### config.mk
export PLATFORM = sky130hd
export DESIGN_NAME = operandFetch
export DESIGN_NICKNAME = d
export VERILOG_FILES = /design/src/vectorPkg.sv /design/src/isaPkg.sv /design/src/operandFetch.sv
export SDC_FILE = /design/constraint.sdc
export NUM_CORES = 1
export LEC_CHECK = 0
export BUFFER_PORTS_ARGS = -buffer_cell sky130_fd_sc_hd__buf_2
export CAP_MARGIN = 20
export CORE_AREA = 2 2 207 209
export DETAILED_ROUTE_END_ITERATION = 16
export DIE_AREA = 0 0 209 211
export GPL_TIMING_DRIVEN = 0
export PLACE_DENSITY = 0.36
export SYNTH_ARGS = -nofsm -noshare
export SYNTH_HDL_FRONTEND = slang
export SYNTH_SLANG_ARGS = --single-unit
### constraint.sdc
create_clock -name Clock -period 3.64 [get_ports Clock]
set_clock_uncertainty 0.05 [all_clocks]
set_input_delay 0.182 -clock Clock [delete_from_list [all_inputs] [get_ports Clock]]
set_output_delay 0.182 -clock Clock [all_outputs]
set_load 0.005 [all_outputs]
### src/vectorPkg.sv
`default_nettype none

package vectorPkg;

	localparam int componentWidth = 32; // Signed Q16.16 component
	localparam int fracBits = 16;
	localparam int componentCount = 3; // x, y and z
	localparam int regCount = 32;
	localparam int regAddrWidth = $clog2(regCount);

	typedef logic [regAddrWidth-1:0] regAddrT; // Register index

	typedef logic signed [componentWidth-1:0] componentT;

	// x sits in the top bits so that lane 2 is x
	typedef struct packed {
		componentT x;
		componentT y;
		componentT z;
	} vectorT; // 96 bits

	typedef logic [componentCount-1:0] maskT; // Bit 2 is x, bit 0 is z

	// Lane view of a vector where the lane index equals the mask bit
	typedef logic [componentCount-1:0][componentWidth-1:0] lanesT;

endpackage

`default_nettype wire

### src/isaPkg.sv
`default_nettype none

package isaPkg;
	import vectorPkg::*;

	localparam int opcodeWidth = 3;

	// Codes 5 to 7 are unused and retire silently
	typedef enum logic [opcodeWidth-1:0] {
		Mov = 3'd0,
		Add = 3'd1,
		Sub = 3'd2,
		Mul = 3'd3,
		Dot = 3'd4
	} opcodeT;

	// Instruction word seen at the core input
	typedef struct packed {
		opcodeT opcode;
		regAddrT dest;
		regAddrT srcA;
		regAddrT srcB;
		maskT mask;
	} instructionT; // 21 bits

	// Decoded instruction with its operands from fetch to execute
	typedef struct packed {
		opcodeT opcode;
		regAddrT dest;
		maskT mask;
		vectorT operandA;
		vectorT operandB;
	} issueT; // 203 bits

	// One register write from the host preload or the writeback
	typedef struct packed {
		regAddrT dest;
		maskT mask;
		vectorT value;
	} regWriteT; // 104 bits

endpackage

`default_nettype wire

### src/operandFetch.sv
`timescale 1ns/1ps
`default_nettype none

module operandFetch
	import vectorPkg::*;
	import isaPkg::*;
(
	input logic Clock,
	input logic Reset,
	input logic instValid, // One strobe per cycle at most
	input instructionT instruction,
	input vectorT readDataA, // Valid one cycle after the address
	input vectorT readDataB,
	input logic writebackValid,
	input regWriteT writeback,
	output regAddrT readAddrA,
	output regAddrT readAddrB,
	output logic issueValid,
	output issueT issue
);

	instructionT heldInst; // Instruction in the issue cycle

	// Merge the lanes that the in-flight writeback is committing right now
	function automatic vectorT bypass(
		input vectorT readData,
		input regAddrT src,
		input logic wbValid,
		input regWriteT wb
	);
		lanesT merged;
		lanesT fresh;
		merged = readData;
		fresh = wb.value;
		for (int c = 0; c < componentCount; c++)
		begin
			if (wbValid && (wb.dest == src) && wb.mask[c])
				merged[c] = fresh[c]; // Newer than the RAM copy
		end
		return merged;
	endfunction

	// Source addresses go straight to the RAM in the strobe cycle
	assign readAddrA = instruction.srcA;
	assign readAddrB = instruction.srcB;

	always_ff @(posedge Clock or posedge Reset)
	begin
		if (Reset)
			issueValid <= 1'b0;
		else
			issueValid <= instValid;
	end

	// Capture the instruction for the issue stage
	always_ff @(posedge Clock)
	begin
		if (instValid)
			heldInst <= instruction;
	end

	/*
	 * The write-first RAM covers the writeback two instructions back.
	 * The one directly before this one is still in the writeback register,
	 * so it is taken from there per lane
	 */
	always_comb
	begin
		issue.opcode = heldInst.opcode;
		issue.dest = heldInst.dest;
		issue.mask = heldInst.mask;
		issue.operandA = bypass(readDataA, heldInst.srcA, writebackValid, writeback);
		issue.operandB = bypass(readDataB, heldInst.srcB, writebackValid, writeback);
	end

endmodule

`default_nettype wire

; ---- Word-level counts from Yosys, hierarchy flattened
; Cells that the tools add are included.
[classes]
eq_ne = 2
n_mux = 6
reduce_logical = 8
[op_table]
columns = cell, n
row1 = 2-to-1 mux 32 bit, 6
row2 = == test 5 bit, 2
row3 = logical AND 1 bit, 8
[word_totals]
reg_bits = 22
input_bits = 321
output_inout_bits = 214
elab_cells = 22

; ---- Logic depth before layout (Yosys ltp)
[logic_depth]
ltp_word = 4
mapped_depth = 5
mapped_depth_nobuf = 4

; ---- Worst setup path before layout
; No wires, ideal clock.
[synth_path]
kind = register -> output
from = register heldInst[9] (netlist bit)
to = output issue[108] (netlist bit)
t_arrival_ns = 1.528
t_required_ns = 3.408
path_slack_ns = 1.880
path_stages_with_launch = 6
n_path_buf = 1
cell_sequence = edfxtp_1 -> xor2_1 -> nor3_2 -> nand4_2 -> buf_2 -> mux2_1
[synth_lines]
columns = item, line_no
row1 = from (decl), operandFetch.sv:22  ; instructionT heldInst;
row2 = from (signal assigned), operandFetch.sv:59  ; heldInst <= instruction;
row3 = to (decl), operandFetch.sv:19  ; output issueT issue

==> metrics.md <==
| Metric | Value |
|---|---|
| Outcome | `completed` |
| Synth cell types | `12` |
| Vias | `4473` |
| Post-Synthesis Cell Area | `3297 um2` |
| Final setup fails | `0` |
| Clk buf depth | `2` |
| Hold EP | `issue[194]` |
| Clock sink count | `22` |
| Setup Crit Path Kind | `register to output port` |
| #FFs+latches synth | `22` |
| Clk pwr share | `21.4%` |
| Routability cong. | `0.8302` |
| # rows | `75` |
| Sw Pwr | `0.3141 mW` |
| Syn avg cell area | `12.03 um2` |
| Minimum clock period | `2663 ps` |
| P&R area growth vs syn | `104.4%` |
| Hold path depth | `1` |
| Worst Tran Pin Value | `536.1 ps` |
| First-pass GRT wire length | `27.21 mm` |
| # port buffers | `534` |
| Routed WL | `20.06 mm` |
| Largest net degree at the start of global routing | `23` |
| Final clock period utilization by the worst path | `73.17%` |
| Post-Layout Cell Count | `1355` |
| RSZ-0062 raised after global routing | `no` |
| Hold_sp | `instruction[2]` |
| Pins over their slew limit | `0` |
| Startpoint Class | `register` |
| Hpwl dp | `18.23 mm` |
| Root buffer cell | `clkbuf_16` |
| CTS tree | `built` |
| Net Count, Synth | `595` |
| Synth Instances | `274` |
| Combinational Power Share | `50.6%` |
| # DRC | `0` |
| Core area | `41760 um2` |
| Fmax | `375.5 MHz` |
| Num CTS Buffers | `3` |
| Critical path's top delay family | `simple AND/OR/NAND/NOR gates` |
| Drt wl/cell | `14.81 um` |
| CTS H-tree depth | `1` |
| Buffer and inverter count on the worst path | `2` |
| Pint | `0.7780 mW` |
| Crit. End Element | `output port` |
| Cell mode on critical path | `buf_2` |
| CP Data Arrival Time | `2430 ps` |
| Leakage | `3.474 nW` |
| WP data required | `3410 ps` |
| Initial DRT Pass Iterations | `4` |
| Most frequent cells in the layout | `buf_2, mux2_2, buf_4, edfxtp_1, mux2_1` |
| Total track usage | `8.125%` |
| Share of cells above drive strength 1 | `93.73%` |
| Number of global-route vias before repair | `4548` |
| Ports | `535` |
| Biggest cell delay along the critical path | `430 ps` |
| Rel. slew slack | `64.13%` |
| Final antenna-violating net count | `0` |
| Crit-path max FO | `10` |
| Net Sw Frac | `28.76%` |
| Warnings, synthesis | `0` |
| DIE HEIGHT | `211 um` |
| Sequential share of power | `28.0%` |
| Worst IR drop on VDD | `0.0002568 V` |
| Starting Density | `7.895%` |
| Final net count | `1135` |
| Placed cells | `1347` |
| CTS clk-pin slew, worst paths | `60 ps` |
| Overflow after GRT | `0` |
| Post-Route Setup TNS | `0 ps` |
| Tot Pwr | `1.092 mW` |
| Power Dens Cells | `162.0 nW/um2` |
| Initial drt markers | `89` |
| Initial antenna violation count | `3` |
| Most common cell after layout, fill and taps aside | `buf_2` |
| Worst Hold Class | `input port to register` |
| Post-synthesis sequential area ratio | `19.89%` |
| Critical-path cell list | `xor2_1 > nor3_2 > nand4_2 > buf_2 > mux2_1 > buf_2` |
| Die area | `44100 um2` |
| Die Width | `209 um` |
| DR vias/cell | `3.301` |
| Post CTS Setup Buffer Count | `0` |
| Max-Cap Viols | `0` |
| Final hold vios | `0` |
| CP max-delay cell | `nor3_2` |
[stage by stage]
step / utilization (%) / area (um2) / setup WS [ps] / hold WS (ps)
floorplan: - / 3297 / 1880 / -139.3
global placement: 15.91 / 6644 / 1099 / -31.20
detailed placement: 15.91 / 6644 / 1109 / -32.59
CTS: 16.12 / 6733 / 833.5 / 47.47
global route: 16.12 / 6733 / 791.1 / 42.07
finish: 16.14 / 6740 / 976.6 / 51.66
[cells in the mapped netlist]
cell | number | share of area, %
edfxtp_1 | 21 | 19
nor3_2 | 2 | 0.61
buf_6 | 6 | 2.0
buf_2 | 12 | 1.8
mux2_1 | 14 | 4.8
nor2_1 | 2 | 0.23
mux2_2 | 178 | 61
dfrtp_1 | 1 | 0.76
inv_1 | 1 | 0.11
buf_4 | 21 | 4.8
nand4_2 | 6 | 2.3
xor2_1 | 10 | 2.7
[area by class of cell]
type	instances	area, um2
sequential	22	655.6
inverter	1	3.754
multi-input combinational	212	2352
timing repair buffer	535	2683
fill	4709	35020
antenna	3	7.507
clock buffer	4	78.83
buffer	39	285.3
tap	539	674.4
[metal layers]
metal | vias up | GRT usage (%) | wire [um]
met5 | - | 0 | 24
met4 | 4 | 2.488 | 530
met3 | 30 | 1.665 | 1507
met2 | 277 | 14.74 | 10050
met1 | 2059 | 9.586 | 7952
li1 | 2103 | - | -
[how the worst max path moves through the flow]
stage	from	to	slack, ps	depth (start not counted)
after global placement	heldInst[3]	issue[77]	1100	6
after detailed placement	heldInst[3]	issue[77]	1110	6
final	heldInst[6]	issue[77]	980	6
after floorplan	heldInst[9]	issue[108]	1880	5
after global routing	heldInst[3]	issue[77]	790	6
after CTS	heldInst[3]	issue[77]	830	6
[power groups by stage]
stage                     clock network [mW]  logic [mW]  registers (mW)
after floorplan                            0       0.193           0.310
after global placement                     0       0.563           0.310
after detailed placement                   0       0.560           0.311
after CTS                              0.240       0.564           0.306
after global routing                   0.252       0.603           0.307
final                                  0.233       0.553           0.306
[sequential cells by signal, indices dropped and copies added, names as in the netlist]
| name | count |
|---|---|
| issue | 11 |
| heldInst | 10 |
| issueValid | 1 |
[cells by family (layout without fill, tap and decap cells)]
logic type | after synthesis | in the layout | share of synthesized area [%]
muxes | 192 | 192 | 65.58
buffers and inverters | 40 | 579 | 8.766
xor gates and xnor gates | 10 | 10 | 2.656
and+or+nand+nor | 10 | 10 | 3.112
DFF | 22 | 22 | 19.89
other | 0 | 3 | 0
[what timing repair did]
action                    4_1_cts  5_1_grt
hold buffers                    1        0
resized for setup               0        0
hold endpoints to repair        1        0
No activity file was read; power rests on OpenSTA's default activity.
